`config.mk`:
```
export PLATFORM = sky130hd
export DESIGN_NAME = axi_burst_splitter
export DESIGN_NICKNAME = d
export VERILOG_FILES = /design/src/rtl/burst_split_pkg.sv /design/src/rtl/ax_splitter.sv /design/src/rtl/burst_len_queue.sv /design/src/rtl/resp_ctrl.sv /design/src/rtl/axi_burst_splitter.sv
export VERILOG_INCLUDE_DIRS = /design/src /design/src/rtl
export SDC_FILE = /design/constraint.sdc
export NUM_CORES = 1
export LEC_CHECK = 0
export ABC_CLOCK_PERIOD_IN_PS = 8620
export BUFFER_PORTS_ARGS = -buffer_cell sky130_fd_sc_hd__buf_2
export CAP_MARGIN = 20
export CORE_AREA = 4 4 192 194
export CTS_CLUSTER_DIAMETER = 100
export DETAILED_ROUTE_END_ITERATION = 8
export DIE_AREA = 0 0 196 198
export PLACE_DENSITY = 0.68
export SLEW_MARGIN = 25
export SYNTH_ARGS = -nofsm -noshare
export SYNTH_HDL_FRONTEND = slang
export SYNTH_SLANG_ARGS = --single-unit
```
`constraint.sdc`:
```
create_clock -name clk_i -period 8.62 [get_ports clk_i]
set_clock_uncertainty 0.1 [all_clocks]
set_input_delay 1.724 -clock clk_i [delete_from_list [all_inputs] [get_ports clk_i]]
set_output_delay 1.724 -clock clk_i [all_outputs]
set_load 0.05 [all_outputs]
```
`src/rtl/burst_split_config.svh`:
```
`ifndef BURST_SPLIT_CONFIG_SVH
`define BURST_SPLIT_CONFIG_SVH

// ----------------------------------------
// Bus widths
// ----------------------------------------
`define BS_ADDR_W 32
`define BS_DATA_W 32
`define BS_ID_W 4

// AXI4 burst length field
`define BS_LEN_W 8

// ----------------------------------------
// Outstanding bursts
// ----------------------------------------
// Entries in each in-order length queue
`define BS_MAX_TXNS 4

`endif

```
`src/rtl/burst_split_pkg.sv`:
```
`include "burst_split_config.svh"

package burst_split_pkg;

  // One strobe bit per data byte
  localparam int unsigned STRB_W = `BS_DATA_W / 8;

  typedef logic [`BS_ADDR_W-1:0] addr_t;
  typedef logic [`BS_DATA_W-1:0] data_t;
  typedef logic [STRB_W-1:0]     strb_t;
  typedef logic [`BS_ID_W-1:0]   id_t;
  typedef logic [`BS_LEN_W-1:0]  len_t;
  typedef logic [2:0]            size_t;

  // WRAP is not handled by the splitter
  typedef enum logic [1:0] {
    BURST_FIXED = 2'b00,
    BURST_INCR  = 2'b01
  } burst_e;

  typedef enum logic [1:0] {
    RESP_OKAY   = 2'b00,
    RESP_SLVERR = 2'b10
  } resp_e;

  // ----------------------------------------
  // Channel payloads
  // ----------------------------------------
  // Address request, shared by AW and AR
  typedef struct packed {
    id_t    id;
    addr_t  addr;
    len_t   len;
    size_t  size;
    burst_e burst;
  } ax_chan_t;

  typedef struct packed {
    data_t data;
    strb_t strb;
    logic  last;
  } w_chan_t;

  typedef struct packed {
    id_t   id;
    resp_e resp;
  } b_chan_t;

  typedef struct packed {
    id_t   id;
    data_t data;
    resp_e resp;
    logic  last;
  } r_chan_t;

endpackage

```
`src/rtl/ax_splitter.sv`:
```
module ax_splitter #(
  parameter type chan_t = burst_split_pkg::ax_chan_t
) (
  input  logic  clk_i,
  input  logic  arst_n_i,

  // Upstream request
  input  chan_t ax_i,
  input  logic  ax_valid_i,
  output logic  ax_ready_o,

  // Downstream single-beat requests
  output chan_t ax_o,
  output logic  ax_valid_o,
  input  logic  ax_ready_i,

  // Length queue
  input  logic  q_full_i,
  output logic  q_push_o
);

  import burst_split_pkg::*;

  typedef enum logic {
    IDLE,
    BUSY
  } state_e;

  state_e state_d, state_q;
  chan_t  ax_d, ax_q;

  // Step a request to its next beat
  function automatic chan_t next_beat(chan_t ax);
    chan_t nxt;
    nxt     = ax;
    nxt.len = ax.len - 1'b1;
    if (ax.burst == BURST_INCR) begin
      // Align to the beat size, then one beat further
      nxt.addr = (ax.addr >> ax.size) << ax.size;
      nxt.addr = nxt.addr + (addr_t'(1) << ax.size);
    end
    return nxt;
  endfunction

  // ----------------------------------------
  // Request FSM
  // ----------------------------------------
  always_comb begin
    state_d    = state_q;
    ax_d       = ax_q;
    ax_valid_o = 1'b0;
    ax_ready_o = 1'b0;
    q_push_o   = 1'b0;

    // Every downstream request is a single beat
    ax_o       = (state_q == BUSY) ? ax_q : ax_i;
    ax_o.len   = '0;

    unique case (state_q)
      IDLE: begin
        if (ax_valid_i && !q_full_i) begin
          ax_valid_o = 1'b1;
          if (ax_i.len == '0) begin
            // Nothing to split, straight through
            ax_ready_o = ax_ready_i;
            q_push_o   = ax_ready_i;
          end else begin
            // Take the burst now, first beat goes out in the same cycle
            ax_ready_o = 1'b1;
            q_push_o   = 1'b1;
            state_d    = BUSY;
            ax_d       = ax_ready_i ? next_beat(ax_i) : ax_i;
          end
        end
      end
      BUSY: begin
        ax_valid_o = 1'b1;
        if (ax_ready_i) begin
          if (ax_q.len == '0) begin
            state_d = IDLE;
          end else begin
            ax_d = next_beat(ax_q);
          end
        end
      end
      default: state_d = IDLE;
    endcase
  end

  always_ff @(posedge clk_i or negedge arst_n_i) begin
    if (!arst_n_i) begin
      state_q <= IDLE;
    end else begin
      state_q <= state_d;
    end
  end

  // Held copy of the burst being split
  always_ff @(posedge clk_i) begin
    ax_q <= ax_d;
  end

endmodule

```
`src/rtl/burst_len_queue.sv`:
```
`include "burst_split_config.svh"

module burst_len_queue #(
  parameter int unsigned DEPTH = `BS_MAX_TXNS
) (
  input  logic                  clk_i,
  input  logic                  arst_n_i,

  // Write side, one entry per accepted burst
  input  logic                  push_i,
  input  burst_split_pkg::len_t len_i,
  output logic                  full_o,

  // Head entry, counted down per response beat
  input  logic                  dec_i,
  output burst_split_pkg::len_t remain_o,
  output logic                  nonempty_o
);

  import burst_split_pkg::*;

  localparam int unsigned PTR_W = (DEPTH > 1) ? $clog2(DEPTH) : 1;
  localparam int unsigned CNT_W = $clog2(DEPTH + 1);

  typedef logic [PTR_W-1:0] ptr_t;
  typedef logic [CNT_W-1:0] cnt_t;

  len_t mem_q [DEPTH];
  ptr_t wr_ptr_q, rd_ptr_q;
  cnt_t count_q;
  logic push;
  logic dec;
  logic pop;

  // Wrap at DEPTH, which need not be a power of two
  function automatic ptr_t ptr_inc(ptr_t ptr);
    ptr_t nxt;
    if (ptr == ptr_t'(DEPTH - 1)) begin
      nxt = '0;
    end else begin
      nxt = ptr + 1'b1;
    end
    return nxt;
  endfunction

  assign full_o     = (count_q == cnt_t'(DEPTH));
  assign nonempty_o = (count_q != '0);
  assign remain_o   = mem_q[rd_ptr_q];

  assign push = push_i && !full_o;
  assign dec  = dec_i && nonempty_o;
  // Last beat of the head burst retires the entry
  assign pop  = dec && (remain_o == '0);

  // ----------------------------------------
  // Pointers and fill count
  // ----------------------------------------
  always_ff @(posedge clk_i or negedge arst_n_i) begin
    if (!arst_n_i) begin
      wr_ptr_q <= '0;
      rd_ptr_q <= '0;
      count_q  <= '0;
    end else begin
      if (push) begin
        wr_ptr_q <= ptr_inc(wr_ptr_q);
      end
      if (pop) begin
        rd_ptr_q <= ptr_inc(rd_ptr_q);
      end
      if (push && !pop) begin
        count_q <= count_q + 1'b1;
      end else if (pop && !push) begin
        count_q <= count_q - 1'b1;
      end
    end
  end

  // ----------------------------------------
  // Entry storage
  // ----------------------------------------
  // Push lands on the head only when empty, so it never meets a decrement
  always_ff @(posedge clk_i) begin
    if (dec && !pop) begin
      mem_q[rd_ptr_q] <= remain_o - 1'b1;
    end
    if (push) begin
      mem_q[wr_ptr_q] <= len_i;
    end
  end

endmodule

```
`src/rtl/resp_ctrl.sv`:
```
module resp_ctrl (
  input  logic                     clk_i,
  input  logic                     arst_n_i,

  // B channel
  input  burst_split_pkg::b_chan_t mst_b_i,
  input  logic                     mst_b_valid_i,
  output logic                     mst_b_ready_o,
  output burst_split_pkg::b_chan_t slv_b_o,
  output logic                     slv_b_valid_o,
  input  logic                     slv_b_ready_i,
  input  burst_split_pkg::len_t    w_remain_i,
  input  logic                     w_nonempty_i,
  output logic                     w_dec_o,

  // R channel
  input  burst_split_pkg::r_chan_t mst_r_i,
  input  logic                     mst_r_valid_i,
  output logic                     mst_r_ready_o,
  output burst_split_pkg::r_chan_t slv_r_o,
  output logic                     slv_r_valid_o,
  input  logic                     slv_r_ready_i,
  input  burst_split_pkg::len_t    r_remain_i,
  input  logic                     r_nonempty_i,
  output logic                     r_dec_o,

  // W channel
  input  burst_split_pkg::w_chan_t slv_w_i,
  input  logic                     slv_w_valid_i,
  output logic                     slv_w_ready_o,
  output burst_split_pkg::w_chan_t mst_w_o,
  output logic                     mst_w_valid_o,
  input  logic                     mst_w_ready_i
);

  import burst_split_pkg::*;

  typedef enum logic {B_READY, B_WAIT} b_state_e;
  typedef enum logic {R_FEED, R_WAIT} r_state_e;

  b_state_e b_state_d, b_state_q;
  r_state_e r_state_d, r_state_q;
  logic     b_err_d, b_err_q;
  logic     r_last_d, r_last_q;
  logic     beat_err;

  assign beat_err = (mst_b_i.resp == RESP_SLVERR);

  // ----------------------------------------
  // W channel
  // ----------------------------------------
  always_comb begin
    mst_w_o      = slv_w_i;
    mst_w_o.last = 1'b1;
  end
  assign mst_w_valid_o = slv_w_valid_i;
  assign slv_w_ready_o = mst_w_ready_i;

  // ----------------------------------------
  // B channel
  // ----------------------------------------
  always_comb begin
    b_state_d     = b_state_q;
    b_err_d       = b_err_q;
    mst_b_ready_o = 1'b0;
    slv_b_valid_o = 1'b0;
    w_dec_o       = 1'b0;
    slv_b_o       = mst_b_i;
    // Merged response of the whole burst
    slv_b_o.resp  = (b_err_q || beat_err) ? RESP_SLVERR : RESP_OKAY;

    unique case (b_state_q)
      B_READY: begin
        if (mst_b_valid_i && w_nonempty_i) begin
          w_dec_o = 1'b1;
          if (w_remain_i == '0) begin
            slv_b_valid_o = 1'b1;
            if (slv_b_ready_i) begin
              mst_b_ready_o = 1'b1;
              b_err_d       = 1'b0;
            end else begin
              b_state_d = B_WAIT;
              b_err_d   = b_err_q || beat_err;
            end
          end else begin
            // Intermediate beat, absorbed here
            mst_b_ready_o = 1'b1;
            b_err_d       = b_err_q || beat_err;
          end
        end
      end
      B_WAIT: begin
        // Downstream B held until upstream takes it
        slv_b_valid_o = 1'b1;
        if (mst_b_valid_i && slv_b_ready_i) begin
          mst_b_ready_o = 1'b1;
          b_err_d       = 1'b0;
          b_state_d     = B_READY;
        end
      end
      default: b_state_d = B_READY;
    endcase
  end

  // ----------------------------------------
  // R channel
  // ----------------------------------------
  always_comb begin
    r_state_d     = r_state_q;
    r_last_d      = r_last_q;
    mst_r_ready_o = 1'b0;
    slv_r_valid_o = 1'b0;
    r_dec_o       = 1'b0;
    slv_r_o       = mst_r_i;
    slv_r_o.last  = r_last_q;

    unique case (r_state_q)
      R_FEED: begin
        if (mst_r_valid_i && r_nonempty_i) begin
          r_dec_o       = 1'b1;
          r_last_d      = (r_remain_i == '0);
          slv_r_o.last  = r_last_d;
          slv_r_valid_o = 1'b1;
          if (slv_r_ready_i) begin
            mst_r_ready_o = 1'b1;
          end else begin
            r_state_d = R_WAIT;
          end
        end
      end
      R_WAIT: begin
        slv_r_valid_o = mst_r_valid_i;
        if (mst_r_valid_i && slv_r_ready_i) begin
          mst_r_ready_o = 1'b1;
          r_state_d     = R_FEED;
        end
      end
      default: r_state_d = R_FEED;
    endcase
  end

  always_ff @(posedge clk_i or negedge arst_n_i) begin
    if (!arst_n_i) begin
      b_state_q <= B_READY;
      b_err_q   <= 1'b0;
      r_state_q <= R_FEED;
      r_last_q  <= 1'b0;
    end else begin
      b_state_q <= b_state_d;
      b_err_q   <= b_err_d;
      r_state_q <= r_state_d;
      r_last_q  <= r_last_d;
    end
  end

endmodule

```
`src/rtl/axi_burst_splitter.sv`:
```
`include "burst_split_config.svh"

module axi_burst_splitter (
  input  logic                      clk_i,
  input  logic                      arst_n_i,

  // Upstream port
  input  burst_split_pkg::ax_chan_t slv_aw_i,
  input  logic                      slv_aw_valid_i,
  output logic                      slv_aw_ready_o,
  input  burst_split_pkg::w_chan_t  slv_w_i,
  input  logic                      slv_w_valid_i,
  output logic                      slv_w_ready_o,
  output burst_split_pkg::b_chan_t  slv_b_o,
  output logic                      slv_b_valid_o,
  input  logic                      slv_b_ready_i,
  input  burst_split_pkg::ax_chan_t slv_ar_i,
  input  logic                      slv_ar_valid_i,
  output logic                      slv_ar_ready_o,
  output burst_split_pkg::r_chan_t  slv_r_o,
  output logic                      slv_r_valid_o,
  input  logic                      slv_r_ready_i,

  // Downstream port, single beats only
  output burst_split_pkg::ax_chan_t mst_aw_o,
  output logic                      mst_aw_valid_o,
  input  logic                      mst_aw_ready_i,
  output burst_split_pkg::w_chan_t  mst_w_o,
  output logic                      mst_w_valid_o,
  input  logic                      mst_w_ready_i,
  input  burst_split_pkg::b_chan_t  mst_b_i,
  input  logic                      mst_b_valid_i,
  output logic                      mst_b_ready_o,
  output burst_split_pkg::ax_chan_t mst_ar_o,
  output logic                      mst_ar_valid_o,
  input  logic                      mst_ar_ready_i,
  input  burst_split_pkg::r_chan_t  mst_r_i,
  input  logic                      mst_r_valid_i,
  output logic                      mst_r_ready_o
);

  import burst_split_pkg::*;

  logic w_q_full, w_q_push, w_nonempty, w_dec;
  logic r_q_full, r_q_push, r_nonempty, r_dec;
  len_t w_remain, r_remain;

  // ----------------------------------------
  // Write path
  // ----------------------------------------
  ax_splitter #(
    .chan_t(ax_chan_t)
  ) aw_split (
    .clk_i     (clk_i),
    .arst_n_i  (arst_n_i),
    .ax_i      (slv_aw_i),
    .ax_valid_i(slv_aw_valid_i),
    .ax_ready_o(slv_aw_ready_o),
    .ax_o      (mst_aw_o),
    .ax_valid_o(mst_aw_valid_o),
    .ax_ready_i(mst_aw_ready_i),
    .q_full_i  (w_q_full),
    .q_push_o  (w_q_push)
  );

  burst_len_queue #(
    .DEPTH(`BS_MAX_TXNS)
  ) w_len_q (
    .clk_i     (clk_i),
    .arst_n_i  (arst_n_i),
    .push_i    (w_q_push),
    .len_i     (slv_aw_i.len),
    .full_o    (w_q_full),
    .dec_i     (w_dec),
    .remain_o  (w_remain),
    .nonempty_o(w_nonempty)
  );

  // ----------------------------------------
  // Read path
  // ----------------------------------------
  ax_splitter #(
    .chan_t(ax_chan_t)
  ) ar_split (
    .clk_i     (clk_i),
    .arst_n_i  (arst_n_i),
    .ax_i      (slv_ar_i),
    .ax_valid_i(slv_ar_valid_i),
    .ax_ready_o(slv_ar_ready_o),
    .ax_o      (mst_ar_o),
    .ax_valid_o(mst_ar_valid_o),
    .ax_ready_i(mst_ar_ready_i),
    .q_full_i  (r_q_full),
    .q_push_o  (r_q_push)
  );

  burst_len_queue #(
    .DEPTH(`BS_MAX_TXNS)
  ) r_len_q (
    .clk_i     (clk_i),
    .arst_n_i  (arst_n_i),
    .push_i    (r_q_push),
    .len_i     (slv_ar_i.len),
    .full_o    (r_q_full),
    .dec_i     (r_dec),
    .remain_o  (r_remain),
    .nonempty_o(r_nonempty)
  );

  // Response filtering and W feedthrough
  resp_ctrl ctrl (
    .clk_i        (clk_i),
    .arst_n_i     (arst_n_i),
    .mst_b_i      (mst_b_i),
    .mst_b_valid_i(mst_b_valid_i),
    .mst_b_ready_o(mst_b_ready_o),
    .slv_b_o      (slv_b_o),
    .slv_b_valid_o(slv_b_valid_o),
    .slv_b_ready_i(slv_b_ready_i),
    .w_remain_i   (w_remain),
    .w_nonempty_i (w_nonempty),
    .w_dec_o      (w_dec),
    .mst_r_i      (mst_r_i),
    .mst_r_valid_i(mst_r_valid_i),
    .mst_r_ready_o(mst_r_ready_o),
    .slv_r_o      (slv_r_o),
    .slv_r_valid_o(slv_r_valid_o),
    .slv_r_ready_i(slv_r_ready_i),
    .r_remain_i   (r_remain),
    .r_nonempty_i (r_nonempty),
    .r_dec_o      (r_dec),
    .slv_w_i      (slv_w_i),
    .slv_w_valid_i(slv_w_valid_i),
    .slv_w_ready_o(slv_w_ready_o),
    .mst_w_o      (mst_w_o),
    .mst_w_valid_o(mst_w_valid_o),
    .mst_w_ready_i(mst_w_ready_i)
  );

endmodule

```
Word-level counts from Yosys, hierarchy flattened:

Memory sizes are Yosys's and may differ from the RTL's.
Index checks and enable logic that the tools add are counted.

* logic and storage cells: 211
* register bits: 118
* bits in writable memories: 64
* memories kept: 2
* output and inout port bits: 190

Memory list
* r_len_q.mem_q: words 4, bits a word 8, rd ports 1, clocked after memory_dff 0, write ports 2, RTL line burst_len_queue.sv:28 `len_t mem_q [DEPTH];`
* w_len_q.mem_q: words 4, bits a word 8, rd ports 1, clocked after memory_dff 0, write ports 2, RTL line burst_len_queue.sv:28

* $add $sub $neg: 18
* eq/ne operators: 23
* reduce and logical (&&, ||, !) cells: 42
* bitwise operators: 4
* shift operators: 12
* muxes and demuxes: 88

Operators by type and width (number)
* 2-to-1 mux 49 bit: 8
* one-hot mux 49 bit (2 select lines): 2
* 2-to-1 mux 45 bit: 4
* adder 32 bit: 4
* 2-to-1 mux 32 bit: 4
* left shift 1 x 3 -> 32 bit (first input constant): 4
* left shift 32 x 3 -> 32 bit: 4
* right shift 32 x 3 -> 32 bit: 4
* 2-to-1 mux 1 bit: 50
* logical NOT 8 bit: 6
* subtractor 8 x 1 -> 8 bit (second input constant): 6
* one-hot mux 1 bit (2 select lines): 11
* logical AND 1 bit: 18
* != test 2 bit (second input constant): 9
* 2-to-1 mux 3 bit: 4
* == test 2 bit (second input constant): 5
* 2-to-1 mux 2 bit: 5
* AND reduction 5 bit: 2
* adder 2 x 1 -> 2 bit (second input constant): 4
* == test 2 x 1 -> 1 bit (second input constant): 4
* AND reduction 4 bit: 2
* adder 3 x 1 -> 3 bit (second input constant): 2
* == test 3 bit (second input constant): 2
* logical NOT 1 bit: 6
* 8 further kinds: 17

Depth between registers and ports, before layout:

* depth after elaboration: 10
* mapped depth: 15

Hierarchy:

From an unflattened synthesis, not the netlist that was laid out.

* cells, all modules: 1555
* area total of the unflattened synthesis: 15250.9 µm²

By module, submodules not included
* ax_splitter (aw_split): seq. area each 1496.4 µm², area each 4943.5 µm², instances 1, cells each 539
* ax_splitter (ar_split): seq. area each 1496.4 µm², area each 4895.9 µm², instances 1, cells each 526
* burst_len_queue (w_len_q): seq. area each 1136.1 µm², area each 2245.9 µm², instances 1, cells each 188
* burst_len_queue (r_len_q): seq. area each 1136.1 µm², area each 2242.2 µm², instances 1, cells each 188
* resp_ctrl: seq. area each 100.1 µm², area each 923.4 µm², instances 1, cells each 114

Worst setup path before layout:

OpenSTA, ideal clock, no wires.

* path kind: input-to-reg
* from: input port slv_aw_i[5] (netlist name)
* to: register aw_split.ax_q[13] (netlist name), enable pin
* setup time: 0.470 ns
* arrival: 5.496 ns
* cell stages on the path: 7
* slack: 2.554 ns
* required time: 8.050 ns
* cells stage by stage: clkbuf_1 -> inv_1 -> ha_1 -> or4b_4 -> nand2_1 -> a22oi_1 -> a21boi_0

* cells in the longest elaborated chain, start to end: 3

Ends and longest elaborated chain
* start, declared: RTL line axi_burst_splitter.sv:8 `input burst_split_pkg::ax_chan_t slv_aw_i,`
* logical NOT 8 bit: RTL line ax_splitter.sv:63 `if (ax_i.len == '0) begin`
* != test 2 bit (no source line)
* AND reduction 5 bit (no source line)
* end signal, assigned: RTL line ax_splitter.sv:100 `ax_q <= ax_d;`
* end, declared: RTL line ax_splitter.sv:30 `chan_t ax_d, ax_q;`

Every way passes these cells.
A chain may end at the register's enable or synchronous reset.

Worst setup path in the final report:

* from: input port slv_aw_i[11] (netlist name)
* to: output port slv_aw_ready_o

* cells in the longest elaborated chain, start to end: 4

Ends and longest elaborated chain
* logical NOT 8 bit: RTL line ax_splitter.sv:63
* 2-to-1 mux 1 bit: RTL line ax_splitter.sv:63
* 2-to-1 mux 1 bit: RTL line ax_splitter.sv:61 `if (ax_valid_i && !q_full_i) begin`
* 2-to-1 mux 1 bit: RTL line ax_splitter.sv:59 `unique case (state_q)`
* end, declared: RTL line axi_burst_splitter.sv:10 `output logic slv_aw_ready_o,`

Every way passes these cells.

==> results.tsv <==
metric	value	unit
Worst Path Arrival	3.35	ns
H-tree levels	4	
pre-CTS setup slack	3.461	ns
Num CTS Buffers	17	
most common cell after layout, fill and taps aside	buf_2	
fillers	3268	
crit share post-route	0.5999	
Iter 0 DRT Violations	842	
final WL	38690	um
vias in the first global route	11890	
Yosys reg bits	182	
Synth-to-Final Area Change	8.019	%
Syn Area/Cell	9.595	sq um
# rows	69	
routed len/inst	17.84	um
Seq/Total Area, Yosys	0.3428	
largest net degree at the start of global routing	66	
Pre-antenna DRT Iters	5	
Worst-path clk slew	0.07	ns
EDFF count, synth	162	
GPL Wtd Cong	0.8826	
DRC violations left	0	
CTS tree	yes	
n_diodes	0	
final setup fails	0	
leakage power	6.957	nW
Worst Max-Slew Pin Slew	1.165	ns
kind of critical path	input pin to primary output	
Vias/cell	5.668	
unrepaired setup endpoints after global routing	false	
min Tclk post-route	5.171	ns
Buffers on Ports	201	
Unique masters post-synth	76	
pwr/cell area	289.1	nW/um^2
synthesis warning total	0	
io pins	382	
Syn Inst Count	1631	
Max Freq	193.4	MHz
Post-CTS Setup Inserts	0	
die height	198	um
Post-DRT Antenna Nets	0	
die area	38810	sq um
Congestion Overflow GR	0	
Setup crit end kind	primary output	
first-pass GRT wire length	61840	um
Total GRT Usage	0.1949	
# clock sinks	182	
Fin Setup TNS	0	ns
Post-Syn Area	15650	sq um
Post-CTS Hold Buffers	0	
Hold WC Path Type	flop to flop	
crit path launch type	input pin	
most frequent cells in the layout	buf_2 (201), nor2_1 (186), edfxtp_1 (162), nand2_1 (110), xnor2_1 (87)	
Worst-Skew Late Latency	0.45	ns
CTS root buffer	clkbuf_16	
outcome	completed	
Total Power	4.887	mW
Starting Density	0.4443	
Placed Cells	2137	
Post-synth ARST share	0.1099	
critical path required time	6.80	ns
CTS resizes	0	
fin cells	2169	
layout cells sized above 1	0.2289	
clock tree buffer depth	2	
final-report max-slew violation count	0	
dpl hpwl	28760	um
layout net count	1950	
Core Area	35220	sq um
initial antenna violation count	2	
final hold viol count	0	
Max IR drop VDD	0.3688	mV
crit path max fanout	6	
max cap viols	0	
via count	12290	
Slew Limit Headroom	0.2199	
Horiz. Die Dim	196	um
ys flop type	edfxtp_1	
fin worst setup slack	3.449	ns
cell type report:
type	instances	area, sq um	share of cell area
Tap cell	461	576.8	0.03412
Multi-Input combinational cell	1223	8997	0.5322
Clock buffer	18	429.2	0.02539
Timing Repair Buffer	213	1136	0.06720
Inverter	58	217.7	0.01288
Sequential cell	182	5373	0.3178
Clock inverter	14	175.2	0.01036
layer usage:
layer / track usage / vias to the layer above / wire (um)
met2: 0.3273 / 417 / 18540
met4: 0.05534 / 2 / 603
met1: 0.2603 / 5945 / 17110
met5: 0 / - / 12
li1: - / 5878 / -
met3: 0.03522 / 51 / 2421
registers in the layout, summed over array words and instances, names as in the netlist:
signal,count
ar_split.ax_q,49
ar_split.state_q,1
aw_split.ax_q,49
aw_split.state_q,1
ctrl.b_err_q,1
ctrl.b_state_q,1
ctrl.r_last_q,1
ctrl.r_state_q,1
r_len_q.count_q,3
r_len_q.mem_q,32
r_len_q.rd_ptr_q,2
r_len_q.wr_ptr_q,2
w_len_q.count_q,3
w_len_q.mem_q,32
w_len_q.rd_ptr_q,2
w_len_q.wr_ptr_q,2
path summary, 6_finish.rpt:
path                                     from  slack [ns]  cells after the start                  to
min in group asynchronous            arst_n_i        1.22                      1    aw_split.state_q
hold reg to reg            w_len_q.count_q[2]        0.40                      1  w_len_q.count_q[2]
setup / recovery                 slv_aw_i[11]        3.45                      5      slv_aw_ready_o
hold / removal             w_len_q.count_q[2]        0.40                      1  w_len_q.count_q[2]
max in group asynchronous            arst_n_i        6.69                      1    ar_split.state_q
setup reg to reg             ar_split.ax_q[2]        3.67                     13   ar_split.ax_q[41]
logic make-up after synthesis:
group                      count (synthesis)  share of synthesized area
other                                      2                  0.0004799
muxes                                    171                     0.1488
and+or+nand+nor                          559                     0.1779
DFF                                      182                     0.3428
adders and majority gates                 63                    0.05325
buffers and inverters                    242                    0.08754
xor gates and xnor gates                 148                    0.08283
AOI/OAI and AO/OA                        264                     0.1064
per-stage QoR:
step                utilization  hold WS, ns  area (sq um)
detailed placement       0.4628       0.3931         16300
global placement         0.4612       0.3827         16250
global route             0.4799       0.4205         16910
CTS                      0.4799       0.4029         16910
finish                   0.4799       0.4034         16910
floorplan                     -       0.3551         15710
power breakdown:
part           switching, mW  internal (mW)  leakage, nW
combinational           1.54          0.926         4.92
clock                  0.373          0.460        0.295
sequential             0.258           1.33         1.74
cells in the mapped netlist (all sizes together), types with 6 or more instances:
master | n | area, sq um
mux2i | 50 | 500.5
a211oi | 16 | 120.1
buf | 121 | 915.9
nor3b | 10 | 75.07
inv | 56 | 210.2
and3 | 23 | 143.9
nor2 | 186 | 698.2
xnor2 | 87 | 762.0
o21ai | 68 | 340.3
mux2 | 87 | 1062
ha | 57 | 713.2
and2 | 17 | 106.4
dfrtp | 20 | 500.5
clkbuf | 63 | 236.5
o31ai | 8 | 60.06
or3 | 7 | 43.79
nand2 | 115 | 464.2
nand3 | 37 | 185.2
nor4 | 20 | 125.1
or2 | 6 | 37.54
edfxtp | 162 | 4865
a31oi | 6 | 37.54
nor2b | 27 | 168.9
o21a | 9 | 67.56
nor3 | 52 | 276.5
a21o | 40 | 300.3
nand4 | 16 | 106.4
nand2b | 12 | 75.07
a21oi | 66 | 330.3
and3b | 7 | 61.31
fa | 6 | 120.1
nand3b | 7 | 56.30
o22ai | 10 | 62.56
xor2 | 61 | 534.3
mux4 | 34 | 765.7
worst max-delay path, cell delays in order:
cell,delay [ns]
buf_2,0.15
or4_1,0.55
or4b_4,0.52
o21a_1,0.19
buf_2,0.21
Note: power is estimated with default switching activity, not from simulation.
